### config.mk
export PLATFORM = sky130hd
export DESIGN_NAME = instFetch
export DESIGN_NICKNAME = d
export VERILOG_FILES = /design/src/memPkg.sv /design/src/instFetch.sv
export SDC_FILE = /design/constraint.sdc
export NUM_CORES = 1
export LEC_CHECK = 0
export BUFFER_PORTS_ARGS = -buffer_cell sky130_fd_sc_hd__buf_2
export CAP_MARGIN = 20
export CORE_MARGIN = 4
export CORE_UTILIZATION = 37
export CTS_CLUSTER_SIZE = 25
export DETAILED_ROUTE_END_ITERATION = 10
export PLACE_DENSITY = 0.8
export RECOVER_POWER = 25
export SLEW_MARGIN = 30
export SYNTH_ARGS = -nofsm -noshare
export SYNTH_HDL_FRONTEND = slang
export SYNTH_SLANG_ARGS = --single-unit
### constraint.sdc
create_clock -name clk -period 1.7 [get_ports clk]
set_input_delay 0.34 -clock clk [delete_from_list [all_inputs] [get_ports clk]]
set_output_delay 0.34 -clock clk [all_outputs]
set_load 0.1 [all_outputs]
### src/memPkg.sv
`default_nettype none

package memPkg;

    localparam int addrW = 17;
    localparam int byteW = 8;
    localparam int wordW = 32;
    localparam int lenW  = 3;

    // one byte per address over the whole 17-bit space
    localparam int memSize = 131072;

    typedef logic [addrW-1:0] addrT;
    typedef logic [byteW-1:0] byteT;
    typedef logic [wordW-1:0] wordT;
    typedef logic [lenW-1:0]  lenT;

    // fetches always move a whole instruction
    localparam lenT fetchLen = 3'd4;

    typedef enum logic [1:0] {
        idle,
        readInst,
        readData,
        writeData
    } ctrlStateT;

    typedef struct packed {
        logic store;
        lenT  len;
        addrT addr;
        wordT wdata;
    } dataReqT;

    typedef struct packed {
        logic we;
        addrT addr;
        byteT wdata;
    } ramPortT;

endpackage

`default_nettype wire

### src/instFetch.sv
`timescale 1ns/1ps
`default_nettype none

module instFetch (
    input  logic         clk,
    input  logic         rst,
    input  logic         start,
    input  memPkg::addrT startPc,
    input  logic         stop,
    output logic         fetchEn,
    output memPkg::addrT fetchAddr,
    input  logic         fetchDone,
    input  memPkg::wordT fetchInst,
    output logic         instValid,
    output memPkg::addrT instPc,
    output memPkg::wordT inst
);
    import memPkg::*;

    addrT pc;
    logic running;
    logic busy;
    logic issue;

    // next request leaves in the cycle after the previous word returns
    assign issue = running && !stop && (!busy || fetchDone);

    always_ff @(posedge clk) begin
        if (rst) begin
            pc      <= '0;
            running <= 1'b0;
            busy    <= 1'b0;
            fetchEn <= 1'b0;
        end else begin
            fetchEn <= issue;

            if (issue) begin
                busy <= 1'b1;
            end else if (fetchDone) begin
                busy <= 1'b0;
            end

            if (start) begin
                running <= 1'b1;
            end else if (stop) begin
                running <= 1'b0;
            end

            if (start) begin
                pc <= startPc;
            end else if (fetchDone) begin
                pc <= pc + addrT'(4);
            end
        end
    end

    assign fetchAddr = pc;

    // pc still points at the returning word during fetchDone
    assign instValid = fetchDone;
    assign instPc    = pc;
    assign inst      = fetchInst;

endmodule

`default_nettype wire

# Yosys cells after proc, flatten, opt, wreduce, memory -nomap -nowiden
# Cells that the tools add are included.
# op_classes
n_reduce_logical,8
add_sub_neg,1
n_mux,6
# ops
op,n
2-to-1 mux 17 bit,2
"adder 17 x 3 -> 17 bit, second input constant",1
nonzero test 2 bit,3
2-to-1 mux 1 bit,4
logical AND 1 bit,2
zero test 1 bit,2
logical OR 1 bit,1
# totals
ff_bits,20
elab_cells,19

# Depth between registers and ports, before layout
# logic_depth
depth_word,4
ltp_mapped,5
mapped_depth_nobuf,5

# Worst setup path before layout
# Ideal clock, no wire load.
# synth_path
path_type,flip-flop to flip-flop
start,"register pc[2], in the netlist fetchAddr[2]"
end,"register pc[12], in the netlist fetchAddr[12]"
path_slack_ps,-502
period_less_slack_ps,2202
path_stages_with_launch,6
setup_ps,133
n_path_buf,0
arrival_time_ps,2069
required_ps,1567
path_cell_list,dfxtp_1 > ha_1 > nand3_1 > nor4_1 > xnor2_1 > a21oi_1
# synth_via
elab_chain_cells,3
# synth_rtl
element,line_no,text
start: declaration,instFetch.sv:20,addrT pc;
start signal: assignment,instFetch.sv:50,pc <= startPc;
start signal: assignment,instFetch.sv:52,pc <= pc + addrT'(4);
adder 17 x 3 -> 17 bit,instFetch.sv:52,
2-to-1 mux 17 bit,instFetch.sv:51,end else if (fetchDone) begin
2-to-1 mux 17 bit,instFetch.sv:49,if (start) begin
# Every way passes these cells. The select of a mux whose other input is x is not followed.
# A chain may end at the register's enable or synchronous reset.

# Worst setup path after layout
# layout_path
start,input port fetchDone
end,output port instValid
# layout_lines
element,line_no,text
start: declaration,instFetch.sv:12,"input logic fetchDone,"
end: declaration,instFetch.sv:14,"output logic instValid,"
# No word-level cell between the ends.

==> flow_summary.toml <==
[clock_tree]
ctsHoldBuffers = 0
clock_path_buffers = 2
cts_tree = "done"
cts-buffers-inserted = 3
cts_setup_buffers = 0
clock_sinks = 20
insertion_delay_ps = 260
clk_pin_slew_ps = 70
cts_resized = 0
root_buffer = "clkbuf_8"
h-tree-depth = 1

[sta]
fin_setup_tns_ps = 0
fin_crit_ps = 1570
relSlewSlack = 0.669
setup_slack_ps = 127
skew_ps = 1.90
hold_slack_ps = 303
tightest_slew_ps = 500
drv_slew = 0
hold_viol = 0
finalSetupViolations = 0
fin_crit_sh = 0.925
rsz0062_at_grt = "no"
fmax_mhz = 636

[synth]
synthFlopType = "dfxtp_1"
synth_nets = 220
synth_edf_count = 0
syn-cell-area_mm2 = 0.00135
synth_most_common_cell = "buf_4"
synth-xor-area-share = 0.0841
synthTopCellsByArea = "dfxtp_1, buf_4, xnor2_1"
yosys.area.top_type_share = 0.296
ys_ff_latch = 20
synth_top_family_by_area = "buffers and inverters"
synth-async-reset-ratio = 0
postSynthCellCount = 165
yosysSeqAreaShare = 0.296
synthAdderAreaFrac = 0.00924
synthSimpleGateAreaFrac = 0.178
synthMuxAreaShare = 0.0296
netlist_top_cells_count = "buf_4, dfxtp_1, a21oi_1, xnor2_1, nand2_1"
yosys.area.top_type = "dfxtp_1"
synth-compound-area-share = 0.0952
synth_warnings = 0
synth.avg_cell_area_um2 = 8.20
synth_cell_types = 24

[worst_setup_path]
crit_path_end_kind = "output port"
critical_path.max_stage_delay_ps = 520
crit_chain = "clkbuf_1 > buf_2"
cp.arrival_ps = 1230
worstPathRequired_ps = 1360
worst-path-max-fanout = 11
critPathTopFamily = "buffers and inverters"
crit_slowest_cell = "buf_2"
path_buf_inv = 2
crit_path_start_kind = "input pin"
critical_path_class = "in2out"

[min_path]
hold_path.class = "in2reg"

[routing]
drt_iter0_markers = 85
drc = 0
routed_wl_um = 2840
detail_route.first_pass.iterations = 4
viasPerCell = 4.82
wire_per_inst_um = 13.1
vias = 1045
ant_nets = 0

[layout]
instances_no_fill = 217
num_antenna_cells = 0
syn_to_final_growth_pct = 1.39
nets = 227
drive_gt1_frac = 0.474

[pwr]
p_leak_nw = 0.609
p_sw_frac = 0.472
pwr-share-comb = 0.393
design_power_total_mw = 1.43
p_int_mw = 0.756
clockPowerShare = 0.227
vdd_drop_max_mv = 0.560
power.density_mw_per_mm2 = 1040
p_seq_frac = 0.380
power_switching_mw = 0.676

[floorplan]
die-area_mm2 = 0.00469
fp.dieH_um = 68.5
start_util = 0.393
io_pins = 122
rows = 21
core_mm2 = 0.00344
die_w_um = 68.5

[placed_design]
io_buffer_count = 57
place_hpwl_um = 2100
dpl.cell_count = 213
place.gp.congestion = 0.802
preCtsSetupSlack_ps = 196

[global_route]
grt_pass1_vias = 917
grt_max_degree = 23
antenna_found_initial = 0
grt_overflow = 0
track_usage = 0.123
grt_pass1_wl_um = 4240

[run_status]
outcome = "complete, no violations"

[job]
max_cap_viol_count = 0
flip-flops by register name (all words and copies together), names as in the netlist:
name,count
fetchEn,1
busy,1
running,1
fetchAddr,17
worst paths after layout:
| kind | endpoint | slack, ps | cells after the start | start |
|---|---|---|---|---|
| worst max-delay path | instValid | 130 | 2 | fetchDone |
| worst min-delay path | fetchAddr[3] | 300 | 3 | startPc[3] |
| worst max register to register | fetchAddr[12] | 200 | 5 | fetchAddr[2] |
| worst min register to register | busy | 480 | 2 | busy |
power groups by stage:
| stage | clock network (mW) | registers [mW] | logic [mW] |
|---|---|---|---|
| 6_report | 0.325 | 0.544 | 0.563 |
| 5_1_grt | 0.353 | 0.549 | 0.587 |
| 4_1_cts | 0.334 | 0.544 | 0.566 |
| 3_5_place_dp | 0 | 0.555 | 0.566 |
| 3_3_place_gp | 0 | 0.553 | 0.564 |
| 2_1_floorplan | 0 | 0.745 | 0.674 |
worst reg2reg max path, delay by kind of cell, from the launching register on:
kind / cells / cell delay (ps)
AO/OA/AOI/OAI: 1 / 80
adder cells (fa/ha/maj): 1 / 200
flip-flops: 1 / 380
XOR/XNOR: 1 / 160
AND/OR/NAND/NOR: 2 / 560
layout make-up:
type	count	area, µm²
fill	363	2070
multi-input combinational	85	537
sequential	20	427
timing repair buffer	58	292
tap	46	57.6
clock buffer	3	41.3
inverter	4	15.0
clock inverter	1	3.75
through the flow:
step / util / instance area, µm²
floorplan: - / 1380
global placement: 0.386 / 1330
detailed placement: 0.386 / 1330
CTS: 0.399 / 1370
global route: 0.399 / 1370
finish: 0.399 / 1370
routing by layer:
layer | vias up | routed length (µm) | share of wire | track usage
li1 | 517 | - | - | -
met1 | 472 | 1190 | 0.42 | 0.148
met2 | 52 | 1270 | 0.45 | 0.195
met3 | 4 | 334 | 0.12 | 0.0535
met4 | 0 | 36 | 0.013 | 0.0422
met5 | - | 0 | 0 | 0
layout by cell type (no fill, tap or decap), types with 4 or more instances in the layout:
cell / Yosys / final
a21oi_1: 12 / 12
buf_2: 0 / 56
dfxtp_2: 0 / 15
inv_1: 4 / 4
mux2i_1: 4 / 4
nand2_1: 10 / 10
nand3_1: 6 / 6
nor2_1: 9 / 9
nor4_1: 5 / 5
o21ai_0: 5 / 5
xnor2_1: 12 / 12
cell families after synthesis:
family / Yosys count
AO/OA/AOI/OAI: 23
XOR/XNOR: 13
adder cells (fa/ha/maj): 1
buffers and inverters: 60
flip-flops: 20
multiplexers: 4
AND/OR/NAND/NOR: 44
Power figures use the tool's default switching activity.
