===== src/memPkg.sv =====
`default_nettype none

package memPkg;

    localparam int addrW = 17;
    localparam int byteW = 8;
    localparam int wordW = 32;
    localparam int lenW  = 3;

    // one byte per address over the whole 17-bit space
    localparam int memSize = 131072;

    typedef logic [addrW-1:0] addrT;
    typedef logic [byteW-1:0] byteT;
    typedef logic [wordW-1:0] wordT;
    typedef logic [lenW-1:0]  lenT;

    // fetches always move a whole instruction
    localparam lenT fetchLen = 3'd4;

    typedef enum logic [1:0] {
        idle,
        readInst,
        readData,
        writeData
    } ctrlStateT;

    typedef struct packed {
        logic store;
        lenT  len;
        addrT addr;
        wordT wdata;
    } dataReqT;

    typedef struct packed {
        logic we;
        addrT addr;
        byteT wdata;
    } ramPortT;

endpackage

`default_nettype wire


===== src/memCtrl.sv =====
`timescale 1ns/1ps
`default_nettype none

module memCtrl (
    input  logic            clk,
    input  logic            rst,
    input  logic            ioBufferFull,
    // data port
    input  logic            dataEn,
    input  memPkg::dataReqT dataReq,
    output logic            dataDone,
    output memPkg::wordT    rdata,
    // fetch port
    input  logic            fetchEn,
    input  memPkg::addrT    fetchAddr,
    output logic            fetchDone,
    output memPkg::wordT    fetchInst,
    // byte RAM
    output memPkg::ramPortT ram,
    input  memPkg::byteT    rdByte
);
    import memPkg::*;

    ctrlStateT  state;
    lenT        stage;
    lenT        len;
    addrT       addr;
    wordT       data;

    logic       pendData;
    dataReqT    pendReq;
    logic       pendFetch;
    addrT       pendAddr;

    logic       dataValid;
    dataReqT    dataSel;
    logic       fetchValid;
    addrT       fetchSel;
    logic       takeData;
    logic       takeFetch;
    logic       reading;
    logic       lastRead;
    logic       lastWrite;
    lenT        offset;
    logic [1:0] capIdx;
    wordT       assembled;

    assign dataValid  = pendData | dataEn;
    assign dataSel    = pendData ? pendReq : dataReq;
    assign fetchValid = pendFetch | fetchEn;
    assign fetchSel   = pendFetch ? pendAddr : fetchAddr;

    // grant in idle only, data wins over fetch
    assign takeData  = (state == idle) && !ioBufferFull && dataValid;
    assign takeFetch = (state == idle) && !ioBufferFull && !dataValid && fetchValid;

    assign reading   = (state == readInst) || (state == readData);
    assign lastRead  = reading && (stage == len);
    assign lastWrite = (state == writeData) && (stage == len - 3'd1);

    // on a stall the previous byte address goes out again,
    // so rdByte still holds the byte owed to the current stage
    assign offset = (ioBufferFull && stage != 3'd0) ? stage - 3'd1 : stage;

    // rdByte belongs to the address of the previous stage
    assign capIdx = 2'(stage - 3'd1);

    always_comb begin
        assembled = data;
        assembled[{capIdx, 3'b000} +: 8] = rdByte;
    end

    always_comb begin
        ram.we    = (state == writeData) && !ioBufferFull;
        ram.addr  = addr + addrT'(offset);
        ram.wdata = data[{stage[1:0], 3'b000} +: 8];
    end

    // sequencer and handshake control
    always_ff @(posedge clk) begin
        if (rst) begin
            state     <= idle;
            stage     <= '0;
            pendData  <= 1'b0;
            pendFetch <= 1'b0;
            dataDone  <= 1'b0;
            fetchDone <= 1'b0;
        end else begin
            dataDone  <= 1'b0;
            fetchDone <= 1'b0;

            // strobes not granted this cycle wait here
            if (takeData) begin
                pendData <= 1'b0;
            end else if (dataEn) begin
                pendData <= 1'b1;
            end
            if (takeFetch) begin
                pendFetch <= 1'b0;
            end else if (fetchEn) begin
                pendFetch <= 1'b1;
            end

            if (!ioBufferFull) begin
                case (state)
                    idle: begin
                        stage <= '0;
                        if (takeData) begin
                            state <= dataSel.store ? writeData : readData;
                        end else if (takeFetch) begin
                            state <= readInst;
                        end
                    end
                    readInst, readData: begin
                        if (lastRead) begin
                            state <= idle;
                            stage <= '0;
                            if (state == readInst) begin
                                fetchDone <= 1'b1;
                            end else begin
                                dataDone <= 1'b1;
                            end
                        end else begin
                            stage <= stage + 3'd1;
                        end
                    end
                    writeData: begin
                        if (lastWrite) begin
                            state    <= idle;
                            stage    <= '0;
                            dataDone <= 1'b1;
                        end else begin
                            stage <= stage + 3'd1;
                        end
                    end
                endcase
            end
        end
    end

    // request payload and byte assembly
    always_ff @(posedge clk) begin
        if (dataEn) begin
            pendReq <= dataReq;
        end
        if (fetchEn) begin
            pendAddr <= fetchAddr;
        end

        if (takeData) begin
            addr <= dataSel.addr;
            len  <= dataSel.len;
            data <= dataSel.store ? dataSel.wdata : '0;
        end else if (takeFetch) begin
            addr <= fetchSel;
            len  <= fetchLen;
            data <= '0;
        end else if (!ioBufferFull && reading && stage != 3'd0) begin
            data <= assembled;
        end

        // zero-extension comes from clearing data at grant
        if (!ioBufferFull && lastRead) begin
            if (state == readInst) begin
                fetchInst <= assembled;
            end else begin
                rdata <= assembled;
            end
        end
    end

endmodule

`default_nettype wire


===== config.mk =====
export PLATFORM = sky130hd
export DESIGN_NAME = memCtrl
export DESIGN_NICKNAME = d
export VERILOG_FILES = /design/src/memPkg.sv /design/src/memCtrl.sv
export SDC_FILE = /design/constraint.sdc
export NUM_CORES = 1
export LEC_CHECK = 0
export BUFFER_PORTS_ARGS = -buffer_cell sky130_fd_sc_hd__buf_2
export CAP_MARGIN = 20
export CORE_MARGIN = 1
export CORE_UTILIZATION = 50
export DETAILED_ROUTE_END_ITERATION = 10
export PLACE_DENSITY = 0.78
export RECOVER_POWER = 50
export SLEW_MARGIN = 0
export SYNTH_ARGS = -nofsm -noshare
export SYNTH_HDL_FRONTEND = slang
export SYNTH_SLANG_ARGS = --single-unit

===== constraint.sdc =====
create_clock -name clk -period 3.7 [get_ports clk]
set_input_delay 0.185 -clock clk [delete_from_list [all_inputs] [get_ports clk]]
set_output_delay 0.185 -clock clk [all_outputs]
set_load 0.005 [all_outputs]

# Word-level counts from Yosys, hierarchy flattened
# Cells that the tools add are included.
[word_totals] regBits=195 latchBits=0 ramBits=0 mem_bits_ro=0 in_bits=83 out_inout_bits=92 memories=0
[classes] n_addsub=5 multipliers=0 div_mod_pow=0 n_lt_le_gt_ge=0 n_eq_ne=8 shifts=3 muxes=26 n_bitwise=6 reduce_logical=26
[op_table] cell="$mux 32" n=4
[op_table] cell="$mux 53" n=1
[op_table] cell="$mux 17" n=3
[op_table] cell="$bwmux 32" n=1
[op_table] cell="$shift 8x7->32 const A" n=1
[op_table] cell="$shiftx 32x6->8" n=1
[op_table] cell="$shiftx 8x7->32" n=1
[op_table] cell="$add 17x3->17" n=1
[op_table] cell="$mux 3" n=5
[op_table] cell="$logic_and 1x1->1" n=11
[op_table] cell="$pmux 3 s3" n=1
[op_table] cell="$mux 2" n=4
[op_table] cell="$reduce_or 2->1" n=4
[op_table] cell="$neg 5->7" n=1
[op_table] cell="$eq 3x3->1" n=2
[op_table] cell="$pmux 2 s3" n=1
[op_table] cell="$reduce_bool 3->1" n=2
[op_table] cell="$sub 3x1->3 const B" n=2
[op_table] cell="$mux 1" n=5
[op_table] cell="$eq 2x2->1 const B" n=2
[op_table] cell="$ne 2x2->1 const B" n=2
[op_table] cell="$not 1->1" n=4
[op_table] cell="$reduce_and 2->1" n=2
[op_table] cell="$reduce_and 4->1" n=1
[op_table] cell="other kinds (10)" n=12

# Depth between registers and ports, before layout
# Gate-level depths: netlist of run 1.
[depth] ltp_word=7 depth_mapped=13 ltp_nobuf=12

# Least setup slack after synthesis of run 1
# OpenSTA, ideal clock, no wires.
[synth_timing] path_kind="reg2out" startpoint="register stage[1]" endpoint="output port ram[24] (netlist name)" arrival_time_ns=3.283 setup_slack_ns=0.232 path_stages_with_launch=14 path_buffers=1 path_cell_list="dfxtp_1 > clkbuf_1 > inv_1 > ha_1 > nand2b_1 > nand2_1 > xnor2_1 > ha_1 > inv_1 > fa_1 > nand2b_1 > a2111oi_0 > nand4_1 > xnor2_1"
[synth_rtl] item="from (decl)" line="memCtrl.sv:25" rtl="lenT stage;"
[synth_rtl] item="from (signal assigned)" line="memCtrl.sv:124" rtl="stage <= stage + 3'd1;"
[synth_rtl] item="from (signal assigned)" line="memCtrl.sv:133" rtl="stage <= stage + 3'd1;"
[synth_rtl] item="to (decl)" line="memCtrl.sv:19" rtl="output memPkg::ramPortT ram,"

==> impl_table.tex, run 1 <==
\begin{tabular}{lr}
\hline
Metric & Value \\
\hline
\multicolumn{2}{l}{\textbf{Status}} \\
Status & finished clean \\
\multicolumn{2}{l}{\textbf{Detailed routing}} \\
DR vias & between 6000 and 7000 \\
Drt pass-1 iters & 5 \\
Average detailed-routed wire length per instance & 19.3 microns \\
Post-detailed-routing wire length & between 20000 and 25000 microns \\
DRC & 0 \\
Post-route antenna net violation count & 0 \\
Vias per cell & 5.55 \\
Starting DRC count in detailed routing & slightly below 500 \\
\multicolumn{2}{l}{\textbf{Worst hold path}} \\
Worst Hold Class & in -> reg \\
\multicolumn{2}{l}{\textbf{Logic synthesis}} \\
Net count of the mapped netlist & 715 \\
Yosys warnings & 0 \\
Top flip-flop cell by instance count after synthesis & sky130\_fd\_sc\_hd\_\_edfxtp\_1 \\
Share of the yosys chip area belonging to registers & 0.666 \\
Proportion of register bits with asynchronous set or reset after synthesis & 0 \\
Flip-flop and latch count after synthesis & 195 \\
Area of the mapped netlist & 8650 sq um \\
Synth unique cells & 43 \\
Average cell area after synthesis & 14.0 sq um \\
Synthesized instance count & 616 \\
Number of enable-type register cells in the synthesized netlist & 186 \\
\multicolumn{2}{l}{\textbf{Cells and area}} \\
Share of final-layout standard cells stronger than drive strength 1 & 0.163 \\
Post-route standard cell area excluding fillers & $\sim$11000 sq um \\
Post-layout util & 0.654 \\
Area Overhead vs Synth & 26.7\% \\
Nets & roughly 960 \\
Ant diodes & 0 \\
\multicolumn{2}{l}{\textbf{Floorplanning}} \\
Die Footprint & between 15000 and 20000 sq um \\
I/O pin count & 175 \\
Die Span X & 134 microns \\
Initial core utilization & 0.516 \\
Vert. Die Dim & 134 microns \\
Standard-cell rows & 47 \\
Core Region & 16800 sq um \\
\multicolumn{2}{l}{\textbf{Critical path}} \\
Data required time of the worst path & between 3 and 4 ns \\
R2R setup slack & 1.14 ns \\
Startpoint class of the critical path & flop \\
Category of the most critical setup path & reg -> out \\
Signal arrival time at the worst endpoint & 3.31 ns \\
Crit end category & output pin \\
Biggest fanout along the worst timing path & 5 \\
\multicolumn{2}{l}{\textbf{Timing}} \\
Least-Margin Pin Slew & 1.32 ns \\
Final cycle utilization of the critical path & 0.946 \\
Number of setup violations in the final report & 0 \\
Number of max-slew violations in the final report & 0 \\
Fmax & 286 MHz \\
Hold violation count in the final report & 0 \\
Period minus WS final & 3.50 ns \\
Worst relative slew slack & 0.120 \\
Fin Clk Skew & 0.0118 ns \\
\multicolumn{2}{l}{\textbf{CTS}} \\
Number of buffers added for setup after CTS & 0 \\
Root Buffer & sky130\_fd\_sc\_hd\_\_clkbuf\_16 \\
CTS clk-pin slew, worst paths & about 0.08 ns \\
Inserted Clock Buffers & 17 \\
Clk Latency, worst-skew pair & 0.44 ns \\
Clock Sink Count & 195 \\
CTS tree & yes \\
Maximum root-to-sink buffer count & 2 \\
Number of H-tree levels & 4 \\
\multicolumn{2}{l}{\textbf{Power}} \\
Leakage power & 4.03 nW \\
Worst voltage drop across the vdd grid & 0.404 mV \\
Power density of the placed cells & 488 nW/um\^{}2 \\
\multicolumn{2}{l}{\textbf{Global routing}} \\
Wire length of the first global-routing pass & 32400 microns \\
Total global-route track usage & 0.241 \\
Total congestion overflow & 0 \\
Initial antenna violation count & 0 \\
Vias in the first global route & $\sim$6100 \\
Pin count of the biggest net entering global routing & 55 \\
\multicolumn{2}{l}{\textbf{Placed design}} \\
Port Buffer Count & approximately 170 \\
Placer congestion estimate & 0.904 \\
Detailed placer's ending HPWL & $\sim$14000 microns \\
Placed Instance Area & about 10000 sq um \\
\multicolumn{2}{l}{\textbf{Job}} \\
Count of max-cap constraint violations & 0 \\
\hline
\end{tabular}
==> power by group <==
part | internal [mW] | switching, mW | total (mW)
logic | 0.360 | 0.480 | 0.840
registers | 2.68 | 0.0983 | 2.78
clock network | 0.878 | 0.854 | 1.73
total | 3.92 | 1.43 | 5.35
==> synthesized netlist by cell type, types with 2 or more instances <==
cell type / instances / area [sq um]
sky130_fd_sc_hd__a211oi_1: 18 / 135
sky130_fd_sc_hd__o211ai_1: 2 / 15.0
sky130_fd_sc_hd__buf_2: 2 / 10.0
sky130_fd_sc_hd__clkbuf_1: 24 / 90.1
sky130_fd_sc_hd__a21oi_1: 22 / 110
sky130_fd_sc_hd__dfxtp_1: 9 / 180
sky130_fd_sc_hd__nor2b_1: 54 / 338
sky130_fd_sc_hd__a2111oi_0: 2 / 17.5
sky130_fd_sc_hd__and3_1: 2 / 12.5
sky130_fd_sc_hd__xor2_1: 10 / 87.6
sky130_fd_sc_hd__a21o_1: 4 / 30.0
sky130_fd_sc_hd__inv_1: 51 / 191
sky130_fd_sc_hd__o31a_1: 2 / 17.5
sky130_fd_sc_hd__nand4_1: 3 / 18.8
sky130_fd_sc_hd__nor4_1: 3 / 18.8
sky130_fd_sc_hd__xnor2_1: 11 / 96.3
sky130_fd_sc_hd__nand2b_1: 3 / 18.8
sky130_fd_sc_hd__nand3_1: 3 / 15.0
sky130_fd_sc_hd__nand2_1: 26 / 97.6
sky130_fd_sc_hd__a31oi_1: 24 / 150
sky130_fd_sc_hd__mux4_2: 8 / 180
sky130_fd_sc_hd__nor3_1: 10 / 50.1
sky130_fd_sc_hd__and4_1: 2 / 17.5
sky130_fd_sc_hd__buf_1: 4 / 15.0
sky130_fd_sc_hd__edfxtp_1: 186 / 5590
sky130_fd_sc_hd__ha_1: 15 / 188
sky130_fd_sc_hd__o22ai_1: 32 / 200
sky130_fd_sc_hd__o21a_1: 9 / 67.6
sky130_fd_sc_hd__nor2_1: 9 / 33.8
sky130_fd_sc_hd__mux2i_1: 53 / 531
==> sequential cells by signal, summed over array words and instances (netlist names) <==
| register | flops |
|---|---|
| dataDone | 1 |
| fetchInst | 32 |
| len | 3 |
| state | 2 |
| data | 32 |
| pendAddr | 17 |
| pendFetch | 1 |
| rdata | 32 |
| pendReq | 53 |
| pendData | 1 |
| addr | 17 |
| stage | 3 |
| fetchDone | 1 |
==> cell usage in the layout (no fill, tap or decap), drive strengths merged, types with 4 or more instances in the layout <==
cell	count
clkinvlp	4
mux2i	53
o21a	9
inv	57
nor3	10
nand2	26
mux4	8
edfxtp	186
buf	100
o22ai	32
a21o	4
dfxtp	9
dlygate4sd3	70
a211oi	18
xor2	10
clkinv	5
clkbuf	105
nor2	9
a21oi	22
xnor2	11
ha	15
a31oi	24
nor2b	54
==> layout make-up <==
cell class,instances,area (sq um)
clock buffers,17,425
multi-input cells,339,2610
inverters,51,191
clock inverters,15,125
fillers,1250,5800
flip-flops and latches,195,5770
repair buffers,258,1560
well taps,220,275
==> repair_timing <==
item,4_1_cts,5_1_grt
resized for setup,2,4
pin swaps,0,3
setup endpoints to repair,1,3
hold buffers,70,0
hold endpoints to repair,70,0
==> kinds of logic (layout without fill, tap and decap cells) <==
kind of cell	count (synthesis)	in the layout	share of synthesized area
and+or+nand+nor	119	119	0.0751
buffers and inverters	82	341	0.0367
DFF	195	195	0.666
adders and majority gates	16	16	0.0240
xor gates and xnor gates	22	22	0.0240
muxes	62	62	0.0835
AOI/OAI and AO/OA	120	120	0.0903
==> per-stage QoR <==
| stage | total power, mW | cells | hold WS, ns | setup TNS [ns] | setup WS [ns] |
|---|---|---|---|---|---|
| CTS | 5.35 | 1095 | 0.0476 | 0 | 0.0904 |
| finish | 5.35 | 1095 | 0.0465 | 0 | 0.201 |
| global placement | 3.57 | 993 | 0.373 | 0 | 0.556 |
| detailed placement | 3.60 | 993 | 0.376 | 0 | 0.401 |
| global route | 5.53 | 1095 | 0.0602 | -0.00530 | -0.00530 |
| floorplan | 3.27 | 616 | 0.284 | 0 | 0.232 |
==> worst paths after layout <==
path / startpoint / end / depth (start not counted)
worst min register to register: state[1] / state[1] / 2
worst max-delay path: stage[0] / ram[24] / 13
worst max register to register: pendFetch / data[0] / 5
worst min-delay path: rst / pendFetch / 2
==> layer usage <==
metal	GRT usage	part of all wire
met5	0	0
met4	0.0840	0.018
met3	0.0537	0.062
met2	0.429	0.52
met1	0.287	0.40
==> critical path, stage by stage, from the launching register on <==
cell and delay (ns):
sky130_fd_sc_hd__dfxtp_1 0.34, sky130_fd_sc_hd__inv_1 0.10, sky130_fd_sc_hd__ha_1 0.23, sky130_fd_sc_hd__nand2b_1 0.11, sky130_fd_sc_hd__nand2_1 0.14, sky130_fd_sc_hd__xnor2_2 0.18
sky130_fd_sc_hd__ha_1 0.19, sky130_fd_sc_hd__inv_1 0.05, sky130_fd_sc_hd__fa_1 0.39, sky130_fd_sc_hd__nand2b_2 0.23, sky130_fd_sc_hd__a2111oi_4 0.32, sky130_fd_sc_hd__nand4_1 0.23
sky130_fd_sc_hd__xnor2_2 0.24, sky130_fd_sc_hd__buf_2 0.14
(Power assumes the default switching activity.)
==> inputs of run 2 (changes only) <==
--- a/config.mk
+++ b/config.mk
@@ -7,7 +7,7 @@
 export LEC_CHECK = 0
 export BUFFER_PORTS_ARGS = -buffer_cell sky130_fd_sc_hd__buf_2
 export CAP_MARGIN = 20
-export CORE_MARGIN = 1
+export CORE_MARGIN = 2
 export CORE_UTILIZATION = 50
 export DETAILED_ROUTE_END_ITERATION = 10
 export PLACE_DENSITY = 0.78
==> run 2 against run 1 <==
  * The run now ends with max-capacitance violations, max-slew violations left
  * Wire length fell by 4.4%
  * Sequential cell count unchanged
  * Power grew 0.71%
  * Clock-buffer cell count increased by 4
  * Clock skew decreased by 0.00061 ns
  * Utilization is 1.3 points lower
  * Combinational power down 2%
  * Final area up 0.13%
  * Non-clock buffer count unchanged
  * Sequential share of layout area hardly changed
  * Register-to-register slack lost 0.36 ns
  * First-iteration DRC count decreased by 32%
  * Highest routed layer unchanged
==> impl_table.tex, run 2 (synthesized netlist as in run 1, its figures left out) <==
\begin{tabular}{lr}
\hline
Metric & Value \\
\hline
\multicolumn{2}{l}{\textbf{Timing}} \\
Setup ws final & 0.218 ns (+0.0176 ns) \\
Fin Clk Skew & 0.0112 ns (-0.000612 ns) \\
Number of max-slew violations in the final report & 75 (+75) \\
Number of setup violations in the final report & 0 (unchanged) \\
Worst relative slew slack & -0.466 (-0.586) \\
Fmax & 287 MHz (+0.51\%) \\
Hold violation count in the final report & 0 (unchanged) \\
Period minus WS final & 3.48 ns (-0.0176 ns) \\
Least-Margin Pin Slew & 2.20 ns (+0.878 ns) \\
Final cycle utilization of the critical path & 0.941 (-0.00477) \\
\multicolumn{2}{l}{\textbf{Global routing}} \\
Total global-route track usage & 0.224 (-0.0172) \\
Vias in the first global route & 5887 (-3.7\%) \\
Total congestion overflow & 0 (unchanged) \\
Initial antenna violation count & 0 (unchanged) \\
Wire length of the first global-routing pass & 30900 microns (-4.4\%) \\
Pin count of the biggest net entering global routing & 38 (-31\%) \\
\multicolumn{2}{l}{\textbf{Status}} \\
Failing checks & max-capacitance violations, max-slew violations \\
Status & complete, but fails checks \\
\multicolumn{2}{l}{\textbf{Critical path}} \\
Data required time of the worst path & 3.51 ns (about the same) \\
Startpoint class of the critical path & flop \\
Critical R2R Launch & pendFetch \\
End of the worst register-to-register path & data[23] \\
Worst Setup EP & ram[22] \\
Category of the most critical setup path & reg -> out \\
Biggest fanout along the worst timing path & 5 (unchanged) \\
Crit end category & output pin \\
R2R setup slack & 0.78 ns (-0.36 ns) \\
Length in cells of the worst reg-to-reg path & 5 (unchanged) \\
First element of the critical path & stage[0] \\
Signal arrival time at the worst endpoint & 3.30 ns (about the same) \\
\multicolumn{2}{l}{\textbf{Detailed routing}} \\
Post-detailed-routing wire length & 20200 microns (-4.4\%) \\
Drt pass-1 iters & 5 (unchanged) \\
DRC & 0 (unchanged) \\
Vias per cell & 5.40 (-2.9\%) \\
DR vias & 5935 (-2.4\%) \\
Post-route antenna net violation count & 0 (unchanged) \\
Starting DRC count in detailed routing & 327 (-32\%) \\
Average detailed-routed wire length per instance & 18.4 microns (-4.8\%) \\
\multicolumn{2}{l}{\textbf{CTS}} \\
Inserted Clock Buffers & 17 (unchanged) \\
CTS tree & yes \\
Clk Latency, worst-skew pair & 0.44 ns (about the same) \\
Number of H-tree levels & 4 (unchanged) \\
Root Buffer & sky130\_fd\_sc\_hd\_\_clkbuf\_16 \\
Clock Sink Count & 195 (unchanged) \\
Maximum root-to-sink buffer count & 2 (unchanged) \\
CTS clk-pin slew, worst paths & 0.07 ns (about the same) \\
\multicolumn{2}{l}{\textbf{Cells and area}} \\
Most common library cell in the layout ignoring fill and taps & sky130\_fd\_sc\_hd\_\_edfxtp\_1 \\
Fill cells & 1323 (+5.8\%) \\
Number of flip-flops in the largest register & 53 (unchanged) \\
Final instance count without filler cells & 1100 (+0.46\%) \\
Ant diodes & 0 (unchanged) \\
Nets & 961 (unchanged) \\
Area Overhead vs Synth & 26.8\% \\
Most frequent cells in the layout & sky130\_fd\_sc\_hd\_\_edfxtp\_1 (186), sky130\_fd\_sc\_hd\_\_buf\_2 (95), sky130\_fd\_sc\_hd\_\_clkbuf\_1 (80) \\
Largest Register & pendReq \\
Share of final-layout standard cells stronger than drive strength 1 & 0.170 (+0.00686) \\
\multicolumn{2}{l}{\textbf{Floorplanning}} \\
I/O pin count & 175 (unchanged) \\
Initial core utilization & 0.505 (-0.0108) \\
Die Footprint & 18400 sq um (+3.0\%) \\
Standard-cell rows & 48 (+2.1\%) \\
Core Region & 17100 sq um (+2.1\%) \\
Vert. Die Dim & 136 microns (+1.5\%) \\
Die Span X & 136 microns (+1.5\%) \\
\multicolumn{2}{l}{\textbf{Power}} \\
Worst voltage drop across the vdd grid & 0.336 mV (-17\%) \\
Leakage power & 4.05 nW (+0.69\%) \\
Power density of the placed cells & 491 nW/um\^{}2 (+0.59\%) \\
Power, Total & 5.39 mW (+0.71\%) \\
\multicolumn{2}{l}{\textbf{Placed design}} \\
Number of cells in the design after placement & 996 (+0.30\%) \\
Port Buffer Count & 174 (unchanged) \\
Post-Place Worst Slack & 0.657 ns (+0.256 ns) \\
Placer congestion estimate & 0.870 (-3.8\%) \\
Detailed placer's ending HPWL & 13700 microns (-3.5\%) \\
\multicolumn{2}{l}{\textbf{Worst hold path}} \\
Worst Hold Class & in -> reg \\
\multicolumn{2}{l}{\textbf{Job}} \\
Count of max-cap constraint violations & 2 (+2) \\
\hline
\end{tabular}
[run 2: cell types whose count changed in the layout (fill, tap and decap cells not counted), sizes merged]
cell      previous run  this run
bufinv               0         1
clkinvlp             4         2
clkinv               5         2
buf                100       110
clkbuf             105        99
[run 2: worst min-delay path by stage]
| stage | cells after the start | start | endpoint | slack [ns] |
|---|---|---|---|---|
| global placement | 1 | fetchAddr[0] | pendAddr[0] | 0.37 |
| finish | 2 | rst | stage[0] | 0.03 |
| floorplan | 0 | fetchAddr[0] | pendAddr[0] | 0.28 |
| global route | 2 | rst | stage[2] | 0.03 |
| CTS | 2 | rst | stage[0] | 0.01 |
| detailed placement | 1 | fetchAddr[16] | pendAddr[16] | 0.38 |
[run 2: layer usage]
metal	wire (microns)	vias up	share of wire	GRT usage
met5	0	-	0	0
met4	489	0	0.024	0.0758
met3	1540	41	0.076	0.0569
met2	10200	274	0.50	0.378
met1	8010	2823	0.40	0.284
li1	-	2797	-	-
[run 2: cell type report]
type / count / area [sq um] / share of cell area
well taps: 225 / 282 / 0.0257
clock buffers: 21 / 440 / 0.0401
flip-flops and latches: 195 / 5770 / 0.526
inverters: 51 / 191 / 0.0174
multi-input cells: 339 / 2580 / 0.235
clock inverters: 11 / 118 / 0.0107
repair buffers: 258 / 1590 / 0.145
[run 2: repair_timing]
action	CTS	global route
setup endpoints to repair	0	1
gates resized for setup	0	2
setup buffers	0	1
endpoints found under the hold margin	70	0
hold buffers	70	0
[run 2: critical path: stages, from the launching register on]
cell and delay (ns):
sky130_fd_sc_hd__dfxtp_1 0.33, sky130_fd_sc_hd__inv_1 0.09, sky130_fd_sc_hd__ha_1 0.22, sky130_fd_sc_hd__nand2b_1 0.10
sky130_fd_sc_hd__nand2_1 0.11, sky130_fd_sc_hd__xnor2_1 0.17, sky130_fd_sc_hd__ha_1 0.19, sky130_fd_sc_hd__inv_1 0.06
sky130_fd_sc_hd__fa_1 0.39, sky130_fd_sc_hd__nand2b_1 0.21, sky130_fd_sc_hd__a2111oi_2 0.38, sky130_fd_sc_hd__buf_4 0.17
sky130_fd_sc_hd__buf_4 0.12, sky130_fd_sc_hd__nand2_1 0.06, sky130_fd_sc_hd__xnor2_1 0.13, sky130_fd_sc_hd__buf_2 0.13
[run 2: power by group]
part | internal, mW | total, mW | switching (mW)
Sequential | 2.68 | 2.78 | 0.107
Clock | 0.946 | 1.78 | 0.831
Combinational | 0.361 | 0.824 | 0.463
Total | 3.98 | 5.39 | 1.40
[run 2: metrics by stage]
stage | TNS, ns | util | hold WS, ns | cell area (sq um)
after floorplan | 0 | - | 0.284 | 8650
after global placement | 0 | 0.572 | 0.372 | 9790
after detailed placement | 0 | 0.572 | 0.377 | 9790
after CTS | 0 | 0.645 | 0.0140 | 11000
after global routing | -0.00512 | 0.641 | 0.0269 | 11000
final | 0 | 0.641 | 0.0334 | 11000
